===== config.mk =====
export PLATFORM = sky130hd
export DESIGN_NAME = card_bus
export DESIGN_NICKNAME = d
export VERILOG_FILES = /design/src/hdl/cft_bus_pkg.sv /design/src/hdl/reg_ar.sv /design/src/hdl/mbu.sv /design/src/hdl/databus.sv /design/src/hdl/constant_store.sv /design/src/hdl/card_bus.sv
export SDC_FILE = /design/constraint.sdc
export NUM_CORES = 1
export LEC_CHECK = 0
export BUFFER_PORTS_ARGS = -buffer_cell sky130_fd_sc_hd__buf_4
export CORE_MARGIN = 5
export CORE_UTILIZATION = 35
export DETAILED_ROUTE_END_ITERATION = 12
export GPL_ROUTABILITY_DRIVEN = 1
export PLACE_DENSITY = 0.63
export RECOVER_POWER = 50
export SETUP_SLACK_MARGIN = 0.15
export SYNTH_ARGS = -nofsm -noshare
export SYNTH_HDL_FRONTEND = slang
export SYNTH_SLANG_ARGS = --single-unit

===== constraint.sdc =====
create_clock -name clk -period 4 [get_ports clk]
set_clock_uncertainty 0.05 [all_clocks]
set_input_delay 0.4 -clock clk [delete_from_list [all_inputs] [get_ports clk]]
set_output_delay 0.4 -clock clk [all_outputs]
set_load 0.02 [all_outputs]

===== src/hdl/cft_bus_pkg.sv =====
////////////////////////////////////////////////////////////
// Shared bus board definitions
// Microcode read and write address codes
// Address word views and the constant table
////////////////////////////////////////////////////////////

package cft_bus_pkg;

   ////////////////////////////////////////////////////////////
   // Microcode address codes
   ////////////////////////////////////////////////////////////

   localparam logic [4:0] WADDR_AR         = 5'h01;  // Load address register
   localparam logic [4:0] WADDR_MBN        = 5'h08;  // Load bank register MB[ir]
   localparam logic [4:0] RADDR_DB         = 5'h01;  // Data bus onto processor bus
   localparam logic [4:0] RADDR_MBN        = 5'h08;  // MB[ir] onto processor bus
   localparam logic [4:0] RADDR_CONST_BASE = 5'h10;  // First of 16 constant codes

   ////////////////////////////////////////////////////////////
   // Address word, memory and I/O views
   ////////////////////////////////////////////////////////////

   typedef struct packed {
      logic [7:0]  bank;    // Bank register byte
      logic [15:0] offset;  // AR value, page in top 3 bits
   } cft_mem_view_t;

   typedef struct packed {
      logic [13:0] unused;  // Zero in I/O cycles
      logic [1:0]  blk;     // I/O block 0xx-3xx
      logic [7:0]  port;    // Port within block
   } cft_io_view_t;

   typedef union packed {
      cft_mem_view_t mem;
      cft_io_view_t  io;
   } cft_addr_u;

   // Constant store contents, one word per index
   function automatic logic [15:0] const_value(input logic [3:0] idx);
      case (idx)
         4'h0:    return 16'h0000;
         4'h1:    return 16'h0001;
         4'h2:    return 16'h0002;
         4'h3:    return 16'h0003;
         4'h4:    return 16'h0004;
         4'h5:    return 16'h0005;
         4'h6:    return 16'h0006;
         4'h7:    return 16'h0007;
         4'h8:    return 16'h0008;    // Interrupt vector base
         4'h9:    return 16'h000c;
         4'ha:    return 16'h0010;
         4'hb:    return 16'h0020;
         4'hc:    return 16'h0040;
         4'hd:    return 16'h0080;
         4'he:    return 16'h00ff;    // Byte mask
         default: return 16'hffff;    // All ones
      endcase
   endfunction

endpackage


===== src/hdl/reg_ar.sv =====
////////////////////////////////////////////////////////////
// Address register, first pipeline stage
// Loaded from the processor bus on the AR write code
////////////////////////////////////////////////////////////

module reg_ar (
   input  logic        clk,      // Board clock
   input  logic        reset,    // Sync, active high
   input  logic [4:0]  waddr,    // Microcode write address
   input  logic [15:0] ibus_in,  // Processor bus, input side
   output logic [15:0] ar        // Current memory/I/O address
);

   import cft_bus_pkg::*;

   ////////////////////////////////////////////////////////////
   // Write decode
   ////////////////////////////////////////////////////////////

   logic ar_we;   // AR load strobe
   logic [15:0] ar_q;

   assign ar_we = (waddr == WADDR_AR);  // Single code loads AR

   ////////////////////////////////////////////////////////////
   // Register
   ////////////////////////////////////////////////////////////

   always_ff @(posedge clk) begin
      if (reset) begin
         ar_q <= 16'h0000;               // Address zero out of reset
      end else if (ar_we) begin
         ar_q <= ibus_in;                // Whole word from the bus
      end
   end

   // Straight into the banking unit
   assign ar = ar_q;

endmodule


===== src/hdl/mbu.sv =====
////////////////////////////////////////////////////////////
// Memory banking unit
// Eight bank registers, 16 to 24 bit address extension,
// bank register reads and front panel byte select
////////////////////////////////////////////////////////////

module mbu #(
   parameter logic [7:0] BOOT_BANK = 8'h00  // Bank register reset value
) (
   input  logic        clk,       // Board clock
   input  logic        reset,     // Sync, active high
   input  logic [4:0]  waddr,     // Microcode write address
   input  logic [4:0]  raddr,     // Microcode read address
   input  logic [2:0]  ir,        // IR[2:0] bank index
   input  logic [15:0] ibus_in,   // Processor bus, input side
   input  logic [15:0] ar,        // From address register
   input  logic        nio,       // I/O cycle, active low
   input  logic        nfparh,    // Front panel wants high byte
   output logic [23:0] ab,        // 24-bit address bus
   output logic [7:0]  mb_rdata,  // Bank register read data
   output logic        mb_rd,     // Bank register read select
   output logic [7:0]  fpd        // Front panel data
);

   import cft_bus_pkg::*;

   logic [7:0] mb [8];   // Bank registers MB0-MB7
   logic       mb_we;    // Bank register write strobe
   cft_addr_u  ab_next;  // Extended address, pre-register
   cft_addr_u  ab_q;     // Registered address bus

   ////////////////////////////////////////////////////////////
   // Bank registers
   ////////////////////////////////////////////////////////////

   assign mb_we = (waddr == WADDR_MBN);

   always_ff @(posedge clk) begin
      if (reset) begin
         for (int i = 0; i < 8; i++) begin
            mb[i] <= BOOT_BANK;           // All banks point at boot bank
         end
      end else if (mb_we) begin
         mb[ir] <= ibus_in[7:0];          // Low byte only
      end
   end

   ////////////////////////////////////////////////////////////
   // Address extension
   ////////////////////////////////////////////////////////////

   always_comb begin
      ab_next.mem.offset = ar;            // Low 16 bits pass as is
      if (!nio) begin
         ab_next.mem.bank = 8'h00;        // I/O space has no bank
      end else begin
         // Page (top three AR bits) picks the bank register
         ab_next.mem.bank = mb[ab_next.mem.offset[15:13]];
      end
   end

   always_ff @(posedge clk) begin
      if (reset) begin
         ab_q <= '0;
      end else begin
         ab_q <= ab_next;                 // One cycle behind AR
      end
   end

   assign ab = ab_q;

   ////////////////////////////////////////////////////////////
   // Reads and front panel
   ////////////////////////////////////////////////////////////

   assign mb_rd    = (raddr == RADDR_MBN);  // Own read decode
   assign mb_rdata = mb[ir];                // Same index as writes

   // Low nfparh asks for the bank byte
   assign fpd = nfparh ? ab_q.mem.offset[7:0] : ab_q.mem.bank;

endmodule


===== src/hdl/databus.sv =====
////////////////////////////////////////////////////////////
// Data bus driver
// I/O block decoder, write cycle FSM with wait states,
// data bus read path onto the processor bus
////////////////////////////////////////////////////////////

module databus (
   input  logic        clk,        // Board clock
   input  logic        reset,      // Sync, active high
   input  logic        nmem,       // Memory cycle, active low
   input  logic        nio,        // I/O cycle, active low
   input  logic        nr,         // Read strobe, active low
   input  logic        nwen,       // Write enable, active low
   input  logic        nws,        // Wait state, active low
   input  logic        nhalt,      // Halted, active low
   input  logic [4:0]  raddr,      // Microcode read address
   input  logic [23:0] ab,         // Address bus
   input  logic [15:0] ibus_in,    // Processor bus, input side
   input  logic [15:0] db_in,      // Data bus, input side
   output logic [15:0] db_out,     // Data bus, output side
   output logic        nw,         // Write strobe, active low
   output logic        nsysdev,    // I/O 000-0FF
   output logic        niodev1xx,  // I/O 100-1FF
   output logic        niodev2xx,  // I/O 200-2FF
   output logic        niodev3xx,  // I/O 300-3FF
   output logic [15:0] bus_rdata,  // Data bus read data
   output logic        bus_rd      // Data bus read select
);

   import cft_bus_pkg::*;

   typedef enum logic {
      ST_IDLE,   // No write in progress
      ST_WRITE   // nw asserted, waiting on nws
   } wr_state_t;

   wr_state_t state;
   cft_addr_u ab_view;   // I/O view of the address bus
   logic      wr_req;    // Write request this edge
   logic      wr_start;  // Request accepted

   ////////////////////////////////////////////////////////////
   // I/O block decode
   ////////////////////////////////////////////////////////////

   assign ab_view = ab;

   assign nsysdev   = !(!nio && (ab_view.io.blk == 2'd0));
   assign niodev1xx = !(!nio && (ab_view.io.blk == 2'd1));
   assign niodev2xx = !(!nio && (ab_view.io.blk == 2'd2));
   assign niodev3xx = !(!nio && (ab_view.io.blk == 2'd3));

   ////////////////////////////////////////////////////////////
   // Write cycle
   ////////////////////////////////////////////////////////////

   // Memory or I/O write, never while halted
   assign wr_req   = !nwen && (!nmem || !nio) && nhalt;
   assign wr_start = wr_req && (state == ST_IDLE);  // Busy drops requests

   always_ff @(posedge clk) begin
      if (reset) begin
         state <= ST_IDLE;
      end else begin
         case (state)
            ST_IDLE:  if (wr_start) state <= ST_WRITE;
            ST_WRITE: if (nws) state <= ST_IDLE;     // Device released wait
            default:  state <= ST_IDLE;
         endcase
      end
   end

   always_ff @(posedge clk) begin
      if (wr_start) begin
         db_out <= ibus_in;               // Held for the whole cycle
      end
   end

   assign nw = (state != ST_WRITE);

   ////////////////////////////////////////////////////////////
   // Read path
   ////////////////////////////////////////////////////////////

   assign bus_rd    = (raddr == RADDR_DB) && !nr;
   assign bus_rdata = db_in;              // No latch, same cycle

endmodule


===== src/hdl/constant_store.sv =====
////////////////////////////////////////////////////////////
// Final read stage
// Merges bank register, data bus and constant store
// onto the processor bus output
////////////////////////////////////////////////////////////

module constant_store (
   input  logic [4:0]  raddr,       // Microcode read address
   input  logic [7:0]  mb_rdata,    // From banking unit
   input  logic        mb_rd,       // Bank register selected
   input  logic [15:0] bus_rdata,   // From data bus driver
   input  logic        bus_rd,      // Data bus selected
   output logic [15:0] ibus_out,    // Processor bus, output side
   output logic        ibus_drive   // Some source is driving
);

   import cft_bus_pkg::*;

   logic       const_rd;    // Constant address decoded
   logic [3:0] const_idx;   // Index into constant table

   ////////////////////////////////////////////////////////////
   // Constant decode
   ////////////////////////////////////////////////////////////

   assign const_rd  = (raddr >= RADDR_CONST_BASE);   // 0x10-0x1F
   assign const_idx = 4'(raddr - RADDR_CONST_BASE);

   ////////////////////////////////////////////////////////////
   // Source select
   ////////////////////////////////////////////////////////////

   // At most one source is selected per read code
   always_comb begin
      if (const_rd) begin
         ibus_out = const_value(const_idx);
      end else if (mb_rd) begin
         ibus_out = {8'h00, mb_rdata};     // Zero-extended bank
      end else if (bus_rd) begin
         ibus_out = bus_rdata;
      end else begin
         ibus_out = 16'h0000;              // Bus released
      end
   end

   assign ibus_drive = const_rd || mb_rd || bus_rd;

endmodule


===== src/hdl/card_bus.sv =====
////////////////////////////////////////////////////////////
// Bus board top level
// Address register, banking unit, data bus driver
// and constant store
////////////////////////////////////////////////////////////

module card_bus #(
   parameter logic [7:0] BOOT_BANK = 8'h00  // Passed to the banking unit
) (
   input  logic        clk,         // Board clock
   input  logic        reset,       // Sync, active high
   input  logic [4:0]  waddr,       // Microcode write address
   input  logic [4:0]  raddr,       // Microcode read address
   input  logic [2:0]  ir,          // IR[2:0] bank index
   input  logic        nmem,        // Memory cycle, active low
   input  logic        nio,         // I/O cycle, active low
   input  logic        nr,          // Read strobe, active low
   input  logic        nwen,        // Write enable, active low
   input  logic        nws,         // Wait state, active low
   input  logic        nhalt,       // Halted, active low
   input  logic        nfparh,      // Front panel high byte request
   input  logic [15:0] ibus_in,     // Processor bus, input side
   input  logic [15:0] db_in,       // Data bus, input side
   output logic [23:0] ab,          // Address bus
   output logic [15:0] db_out,      // Data bus, output side
   output logic        nw,          // Write strobe
   output logic        nsysdev,     // I/O 000-0FF
   output logic        niodev1xx,   // I/O 100-1FF
   output logic        niodev2xx,   // I/O 200-2FF
   output logic        niodev3xx,   // I/O 300-3FF
   output logic [15:0] ibus_out,    // Processor bus, output side
   output logic        ibus_drive,  // Processor bus driven
   output logic [7:0]  fpd          // Front panel data
);

   logic [15:0] ar;          // Stage 1 to stage 2
   logic [7:0]  mb_rdata;    // Bank read data
   logic        mb_rd;
   logic [15:0] bus_rdata;   // Data bus read data
   logic        bus_rd;

   reg_ar u_reg_ar (
      .clk, .reset, .waddr, .ibus_in, .ar
   );

   mbu #(.BOOT_BANK(BOOT_BANK)) u_mbu (
      .clk, .reset, .waddr, .raddr, .ir, .ibus_in, .ar, .nio, .nfparh,
      .ab, .mb_rdata, .mb_rd, .fpd
   );

   databus u_databus (
      .clk, .reset, .nmem, .nio, .nr, .nwen, .nws, .nhalt, .raddr, .ab,
      .ibus_in, .db_in, .db_out, .nw, .nsysdev, .niodev1xx, .niodev2xx,
      .niodev3xx, .bus_rdata, .bus_rd
   );

   constant_store u_constant_store (
      .raddr, .mb_rdata, .mb_rd, .bus_rdata, .bus_rd, .ibus_out, .ibus_drive
   );

endmodule


======== After elaboration in Yosys (flattened, before gate mapping) ========
Memories as Yosys holds them, arrays and structs flattened. A register that Yosys moved wholly into a read port is not among the register bits.
Index checks and enable logic that the tools add are counted.
Widths: inputs -> output; s select.
cells by class
  order comparisons ....................... 1
  reduce and logical (&&, ||, !) cells .... 22
  add/sub/neg operators ................... 1
  eq/ne operators ......................... 7
  bitwise gates (word level) .............. 2
  shifts and indexed selects .............. 0
  mux-type cells .......................... 15
  multipliers ............................. 0
  div/mod/pow operators ................... 0
operators with widths
  operator             number
  $mux 16              3
  $mux 8               2
  $eq 5x1->1 const B   2
  $eq 5x4->1 const B   2
  $logic_and 1x1->1    8
  $logic_not 1->1      8
  $mux 1               8
  $reduce_or 8->1      1
  $ge 5x5->1 const B   1
  $eq 2x2->1 const B   2
  $sub 4x1->4 const B  1
  $logic_or 1x1->1     3
  $mux 3               1
  $eq 2x1->1 const B   1
  $logic_not 2->1      1
  $not 1->1            2
  $pmux 1 s2           1
  $reduce_or 2->1      1
word-level totals
  output and inout port bits .............. 70
  memories ................................ 2
  register bits ........................... 49
  RAM bits ................................ 64
  bits in read-only memories .............. 256
  latch bits .............................. 0
memories
  memory           depth  bits a word  rd ports  clocked after memory_dff  write ports  RTL line           RTL
  (no name shown)  16     16           1         0                         0            cft_bus_pkg.sv:41  case (idx)
  u_mbu.mb         8      8            2         1                         8            mbu.sv:27          logic [7:0] mb [8];

======== Logic depth before layout (Yosys ltp) ========
Gate-level depths: netlist (run 1).
  word-level depth ........................ 7
  depth in mapped cells ................... 7
  depth with buffers taken out ............ 5

======== Cells and area by module ========
From an unflattened synthesis (run 1), not the netlist that was laid out.
unflattened totals
  cell total of the unflattened synthesis .. 514
  area total of the unflattened synthesis .. 6,003.3 um2
by module, submodules not included
  module          sequential area each (um2)  cells each  area each (um2)  instances
  mbu             2,402.3                     349         4,187.8          1
  reg_ar          320.3                       70          730.7            1
  databus         500.5                       45          715.7            1
  constant_store  0.0                         50          369.1            1

======== Worst setup path after synthesis (run 1) ========
Ideal clock, no wire load.
  kind .................................... input port to flip-flop
  start point ............................. input nmem
  end point ............................... register u_databus.db_out[0], enable pin
  buffers on the path ..................... 0
  library setup time ...................... 483 ps
  cell stages on the path ................. 1
  arrival time ............................ 3,189 ps
  setup slack ............................. 278 ps
  cell sequence ........................... a2111oi_0
between the ends
  word-level cells in the longest chain between the ends .. 5
RTL lines
  element                          RTL line        RTL
  start: declaration               card_bus.sv:15  input logic nmem,
  $logic_not 1->1                  databus.sv:58   assign wr_req = !nwen && (!nmem || !nio) && nhalt;
  $logic_or 1x1->1                 databus.sv:58
  $logic_and 1x1->1 (2 in series)  databus.sv:58
  $logic_and 1x1->1                databus.sv:59   assign wr_start = wr_req && (state == ST_IDLE);
  end signal: assignment           databus.sv:75   db_out <= ibus_in;
  end: declaration                 databus.sv:20   output logic [15:0] db_out,
Every way passes these cells.
A chain may end at the register's enable or synchronous reset.

==> results of run 1 <==
==> metrics by stage <==
| stage | hold WS, ns | instance area [sq um] | total power, mW |
|---|---|---|---|
| floorplan | 0.3818 | 5675 | 1.572 |
| global placement | 0.3891 | 6740 | 1.704 |
| detailed placement | 0.3948 | 6740 | 1.710 |
| CTS | 0.1092 | 7343 | 3.204 |
| global route | 0.1309 | 7121 | 3.266 |
| finish | 0.1506 | 7121 | 3.172 |
==> Yosys cell counts <==
cell / count / area, sq um
a2111oi_0: 1 / 8.760
a211o_1: 1 / 8.760
a211oi_1: 2 / 15.01
a21o_1: 8 / 60.06
a21oi_1: 18 / 90.09
a22oi_1: 4 / 30.03
and2_1: 64 / 400.4
and3_1: 2 / 12.51
and3b_1: 1 / 8.760
buf_1: 1 / 3.750
buf_2: 6 / 30.03
buf_6: 6 / 67.56
buf_8: 1 / 15.01
clkbuf_1: 9 / 33.78
dfxtp_1: 41 / 820.8
edfxtp_1: 80 / 2402
ha_1: 1 / 12.51
inv_1: 6 / 22.52
mux2_2: 8 / 90.09
mux2i_1: 26 / 260.3
mux4_1: 7 / 183.9
mux4_2: 18 / 405.4
nand2_1: 39 / 146.4
nand2b_1: 5 / 31.28
nand3_1: 3 / 15.01
nand3b_1: 3 / 22.52
nand3b_2: 1 / 11.26
nand4_1: 1 / 6.260
nor2_1: 17 / 63.81
nor2_2: 8 / 50.05
nor2b_1: 18 / 112.6
nor3_4: 1 / 16.27
nor3b_2: 1 / 12.51
nor4b_4: 1 / 23.77
o2111ai_1: 1 / 8.760
o211ai_1: 1 / 7.510
o21ai_0: 6 / 30.03
o221ai_1: 2 / 17.52
o22ai_1: 6 / 37.54
or2_2: 9 / 56.30
or3_1: 1 / 6.260
or3b_2: 2 / 17.52
==> layer usage <==
layer | up-vias | routed length, um
met4 | 0 | 320
met2 | 133 | 8068
li1 | 1831 | -
met3 | 20 | 964
met1 | 1963 | 6200
met5 | - | 0
==> sequential cells by signal (all words and copies together) (netlist names) <==
register,flops
u_mbu.mb,64
u_mbu.ab,24
u_reg_ar.ar,16
u_databus.state,1
u_databus.db_out,16
==> cells by family (layout without fill, tap and decap cells) <==
group                      Yosys count  after routing  share of synthesized area (%)
DFF                                121            121                          56.79
muxes                               59             59                          16.56
buffers and inverters               29            163                          3.042
AOI/OAI and AO/OA                   50             50                          5.534
adders and majority gates            1              1                         0.2204
and+or+nand+nor                    177            177                          17.86
==> worst max-delay path: cells and delay by family <==
kind	cells	cell delay, ns
AND/OR/NAND/NOR	4	1.84
buffers and inverters	1	0.65
==> worst paths after layout <==
| path | end | slack [ns] | depth (start not counted) |
|---|---|---|---|
| setup reg to reg | u_mbu.ab[21] | 1.72 | 3 |
| setup / recovery | u_mbu.mb[6][1] | 1.12 | 5 |
| hold reg to reg | u_reg_ar.ar[4] | 0.40 | 2 |
| hold / removal | u_databus.db_out[14] | 0.15 | 1 |
==> power by group through the flow <==
stage,Combinational [mW],Clock [mW],Sequential [mW]
after floorplan,0.137,0,1.43
after global placement,0.269,0,1.44
after detailed placement,0.274,0,1.44
after CTS,0.274,1.52,1.41
after global routing,0.275,1.57,1.42
final,0.256,1.50,1.41
==> layout by cell type (no fill, tap or decap), drive strengths merged, types with 2 or more instances in the layout <==
| cell | n |
|---|---|
| a211oi | 2 |
| a21o | 8 |
| a21oi | 18 |
| a22oi | 4 |
| and2 | 64 |
| and3 | 2 |
| buf | 65 |
| clkbuf | 88 |
| clkinv | 3 |
| dfxtp | 41 |
| edfxtp | 80 |
| inv | 7 |
| mux2 | 8 |
| mux2i | 26 |
| mux4 | 25 |
| nand2 | 39 |
| nand2b | 5 |
| nand3 | 3 |
| nand3b | 4 |
| nor2 | 25 |
| nor2b | 18 |
| o21ai | 6 |
| o221ai | 2 |
| o22ai | 6 |
| or2 | 9 |
| or3b | 2 |
==> cell type report <==
| type | instances | area, sq um | area share [%] |
|---|---|---|---|
| Clock buffer | 28 | 581.8 | 8.171 |
| Sequential cell | 121 | 3223 | 45.26 |
| Clock inverter | 4 | 21.27 | 0.2987 |
| Multi-Input combinational cell | 287 | 2262 | 31.77 |
| Inverter | 6 | 22.52 | 0.3163 |
| Tap cell | 216 | 270.3 | 3.795 |
| Timing Repair Buffer | 125 | 739.5 | 10.38 |
==> summary.md, run 1 <==
| Metric | Value |
|---|---|
| Max Fclk | `346.7 MHz` |
| Required time of the critical path | `4.03 ns` |
| HP Class | `input port to flop` |
| Met3 Usage GRT | `3.871%` |
| HPWL Detailed | `11.26 mm` |
| Crit path kind | `input port to flop` |
| Gpl congestion | `0.8084` |
| TritonCTS clock tree | `built` |
| Met1 Use GR | `20.02%` |
| Switch Pwr | `0.6920 mW` |
| Post-CTS sizing | `0` |
| Final non-filler cell total | `787` |
| N_diodes | `0` |
| Synth unique cells | `42` |
| Global routing's busiest layer | `met2` |
| Fin. Hold Viols | `0` |
| First-pass GRT wire length | `22.90 mm` |
| Hold buffers post-CTS | `0` |
| Slowest stage delay, CP | `0.65 ns` |
| Fillcell total | `1,492` |
| Area Overhead vs Synth | `25.46%` |
| Boundary Pins | `124` |
| Final setup viols | `0` |
| Final WL | `15.55 mm` |
| Sequential area share after synthesis | `56.79%` |
| Pwr/cell area | `445.4 nW/um^2` |
| CP cell instances | `clkbuf_1, nor3b_1, nand3b_2, nor2_1, or2_2` |
| Num Clock Sinks | `121` |
| Worst rel slew slack | `-17.50%` |
| Syn_nets | `492` |
| Mapped Area | `5675 sq um` |
| Slowest-stage cell, CP | `clkbuf_1` |
| Worst slew pin tran | `1.762 ns` |
| Final worst slack | `1.116 ns` |
| Overall die width | `137.3 um` |
| CTS root buf | `clkbuf_16` |
| LEAKAGE | `2.690 nW` |
| Core box area | `15,890 sq um` |
| Syn Area/Cell | `12.99 sq um` |
| Synth Register Bits | `121` |
| Dpl cells | `755` |
| CP max FO | `43` |
| Logic pwr share | `8.1%` |
| Die area | `18,860 sq um` |
| Pre-CTS setup slack | `1.543 ns` |
| Clk pwr share | `47.4%` |
| Overflow after GRT | `0` |
| Min Clock Period, post-route | `2.884 ns` |
| Nets | `613` |
| Share of layout cells above drive strength 1 | `25.04%` |
| Internal Pwr Total | `2.480 mW` |
| Skew-Pair Late Insertion Delay | `0.41 ns` |
| Post-Syn Instances | `437` |
| Final period util | `72.11%` |
| Iteration-0 DRC Markers | `204` |
| Starting density of the core | `35.73%` |
| Slew Viols, Final | `44` |
| Switching Fraction | `21.82%` |
| Via/cell ratio | `5.015` |
| Wirelength per Cell | `19.76 um` |
| Number of port buffers | `123` |
| Ys Warns | `0` |
| MaxCap Viol Count | `1` |
| Antenna viol nets, final | `0` |
| Min-delay src | `ibus_in[14]` |
| GRT Total Usage | `16.61%` |
| RSZ-0062 raised after global routing | `false` |
| Initial antenna violation count | `0` |
| Routing usage on met2 | `29.02%` |
| Worst Setup SP | `reset` |
| DRT Pass-1 Iters | `4` |
| H-tree levels | `4` |
| Post CTS Setup Buffer Count | `0` |
| Via count | `3,947` |
| Register share of total power | `44.5%` |
| Vias in the first global route | `4,081` |
| Chip height | `137.3 um` |
| Post-route DRC | `0` |
| Failing checks | `capacitance limit, slew limit` |
| FF-to-FF Start | `u_reg_ar.ar[13]` |
| CTS clk-pin slew, worst paths | `0.06 ns` |
| Critical path endpoint category | `flop` |
| Status | `complete, but fails checks` |
| Worst VDD drop | `0.0003347 V` |
| Largest net degree at the start of global routing | `44` |
| Critical Path AT | `2.91 ns` |
| CTS Buf Count | `17` |
| Core Util, Final | `44.83%` |
| Post-route setup TNS | `0 ns` |
| Longest Clk Path Bufs | `2` |
| Row count | `46` |
| Setup crit start kind | `input port` |
Power figures use the tool's default switching activity.
==> run 2: changes to the inputs <==
Settings changed: ABC_AREA set to 1, PLACE_DENSITY 0.63 to 0.65.
Clock period 4 ns to 2.5 ns, I/O delays scaled along.
==> run 2 against run 1 <==
The run now ends clean; wire length rose by 10%; first-iteration DRC count is 98% higher; synthesized cell count up 59%; worst setup slack got worse by 0.63 ns; critical path type is now input port to output port.
==> summary.md, run 2 <==
| Metric | Value |
|---|---|
| Status | `finished, final reports clean` |
| Reg2reg setup slack | `0.59 ns` |
| Pwr/cell area | `688.4 nW/um^2` |
| Syn_nets | `751` |
| Final WL | `17.14 mm` |
| TritonCTS clock tree | `built` |
| Worst slew pin tran | `0.9230 ns` |
| Hold-critical path endpoint | `u_databus.state` |
| Post-route DRC | `0` |
| Nets | `891` |
| Syn Area/Cell | `8.347 sq um` |
| CTS clk-pin slew, worst paths | `0.06 ns` |
| Levels on crit path | `9` |
| CP max FO | `14` |
| Logic pwr share | `9.7%` |
| RSZ-0062 raised after global routing | `false` |
| Critical Path AT | `1.72 ns` |
| Overflow after GRT | `0` |
| Synth Register Bits | `121` |
| Register share of total power | `43.8%` |
| Commonest non-fill, non-tap cell in the layout | `nand2_1` |
| Area leader, netlist | `edfxtp_1` |
| Ys Warns | `0` |
| Slowest-stage cell, CP | `inv_1` |
| Critical path endpoint category | `output port` |
| Met1 Wirelength | `6.872 mm` |
| H-tree levels | `4` |
| Hold WS | `0.05492 ns` |
| CTS Buf Count | `17` |
| Max Fclk | `495.9 MHz` |
| Via count | `5,099` |
| Post-synth top area share | `41.35%` |
| Number of port buffers | `123` |
| Biggest register | `u_mbu.mb` |
| Fin. Hold Viols | `0` |
| Boundary Pins | `124` |
| Worst Setup SP | `ir[0]` |
| Post-route setup TNS | `0 ns` |
| Longest Clk Path Bufs | `2` |
| HP Class | `input port to flop` |
| Dpl cell area | `6939 sq um` |
| WL met2 | `8.642 mm` |
| Worst rel slew slack | `38.47%` |
| Vias in the first global route | `4,940` |
| CTS root buf | `clkbuf_16` |
| Starting density of the core | `35.41%` |
| Wirelength per Cell | `16.04 um` |
| Crit path max-delay family | `buffers and inverters` |
| Synth unique cells | `26` |
| GRT Total Usage | `17.47%` |
| Largest net degree at the start of global routing | `51` |
| Min Clock Period, post-route | `2.017 ns` |
| Worst path bufs/invs | `4` |
| Worst VDD drop | `0.0004251 V` |
| Synth top cells by count | `118 x nand2_1, 114 x nor2_1, 111 x inv_1, 80 x edfxtp_1, 70 x o21ai_0` |
| Skew-Pair Late Insertion Delay | `0.41 ns` |
| Post-Syn Instances | `696` |
| Max reg flops | `64` |
| LEAKAGE | `3.233 nW` |
| Switch Pwr | `1.299 mW` |
| Overall die width | `138.8 um` |
| Switching Fraction | `25.28%` |
| Final period util | `80.67%` |
| Main synth FF type | `edfxtp_1` |
| Mapped Area | `5809 sq um` |
| Clk pwr share | `46.5%` |
| Row count | `47` |
| Most common cell in the netlist | `nand2_1` |
| Routed met3 length | `1.157 mm` |
| Num Clock Sinks | `121` |
| Slowest stage delay, CP | `0.28 ns` |
| DRT Pass-1 Iters | `6` |
| CP cell instances | `buf_4, inv_1, buf_4, nand2_1, nand3_1, nand3_1, o21ai_0, nand2_1, buf_4` |
| Slew Viols, Final | `0` |
| Final non-filler cell total | `1,069` |
| Iteration-0 DRC Markers | `403` |
| HPWL Detailed | `12.35 mm` |
| First-pass GRT wire length | `26.57 mm` |
| Finished layout cell area | `7461 sq um` |
| Final worst slack | `0.4833 ns` |
| Die area | `19,280 sq um` |
| Required time of the critical path | `2.20 ns` |
| Antenna viol nets, final | `0` |
| Hold path depth | `3` |
| Max layer used | `met4` |
| Area Overhead vs Synth | `28.43%` |
| Core Util, Final | `45.47%` |
| Post CTS Setup Buffer Count | `0` |
| Final setup viols | `0` |
| Min-delay src | `nws` |
| Gpl congestion | `0.8797` |
| Pre-CTS setup slack | `0.4256 ns` |
| FF-to-FF Start | `u_reg_ar.ar[13]` |
| Most frequent cells in the layout | `122 x nand2_1, 115 x nor2_1, 111 x inv_1` |
| Share of layout cells above drive strength 1 | `15.78%` |
| Dpl cells | `1,021` |
| R2R cell count | `7` |
| Synth top area cells | `edfxtp_1 41%, dfxtp_1 14%, nand2_1 7.6%` |
| Core box area | `16,410 sq um` |
| N_diodes | `0` |
| Internal Pwr Total | `3.838 mW` |
| Post-synth EDFFs | `80` |
| Chip height | `138.8 um` |
| Via/cell ratio | `4.770` |
| Async SR Flop Fraction | `0%` |
| Sequential area share after synthesis | `55.48%` |
| Setup crit start kind | `input port` |
| Most frequent CP cell | `buf_4` |
| MaxCap Viol Count | `0` |
| Initial antenna violation count | `0` |
| FF-to-FF End | `u_mbu.ab[21]` |
| Total power | `5.136 mW` |
| Crit path kind | `input port to output port` |
## run 2: changes by cell type after synthesis, sizes merged, moves of 25 or more
cell	before	now
mux2i	26	0
nor2	25	120
nand2	39	122
inv	6	111
nand3	3	51
and2	64	0
o21ai	6	72
mux4	25	0
## run 2: layout make-up
class	instances	area, sq um
Clock inverter	13	131.4
Sequential cell	121	3223
Fill cell	1635	8946
Inverter	112	420.4
Timing Repair Buffer	147	948.4
Tap cell	220	275.3
Clock buffer	19	454.2
Multi-Input combinational cell	437	2008
## run 2: worst max-delay path by stage
| stage | to | slack, ns |
|---|---|---|
| after floorplan | u_mbu.mb[1][0] | 0.98 |
| after global placement | u_mbu.mb[2][2] | 0.45 |
| after detailed placement | u_mbu.mb[0][3] | 0.43 |
| after CTS | ibus_out[7] | 0.52 |
| after global routing | u_mbu.mb[1][5] | 0.29 |
| final | ibus_out[7] | 0.48 |
## run 2: repair_timing
action                    4_1_cts  5_1_grt
hold buffers                   16        0
gates resized for setup         0        0
hold endpoints to repair       16        0
## run 2: kinds of logic after synthesis
logic type	count (synthesis)	synth area share, %
adder cells (fa/ha/maj)	1	0.2153
buffers and inverters	138	9.455
flip-flops	121	55.48
AO/OA/AOI/OAI	120	10.64
AND/OR/NAND/NOR	308	22.66
multiplexers	8	1.551
## run 2: metal layers
metal,global-route usage (%),vias to the layer above
li1,-,2524
met1,20.45,2345
met2,30.89,198
met3,3.793,32
met4,7.467,0
met5,0,-
## run 2: worst reg2reg max path: stages (launching register included)
cell and delay, ns:
dfxtp_1 0.31, buf_4 0.40, inv_1 0.40, a21oi_1 0.22
o21ai_0 0.11, nand2_1 0.12, nor2_1 0.05, nor2_1 0.18
## run 2: power groups by stage
stage                     sequential (mW)  combinational (mW)  clock, mW
after floorplan                      2.30               0.251          0
after global placement               2.29               0.502          0
after detailed placement             2.29               0.503          0
after CTS                            2.25               0.526       2.41
after global routing                 2.26               0.544       2.52
final                                2.25               0.498       2.39
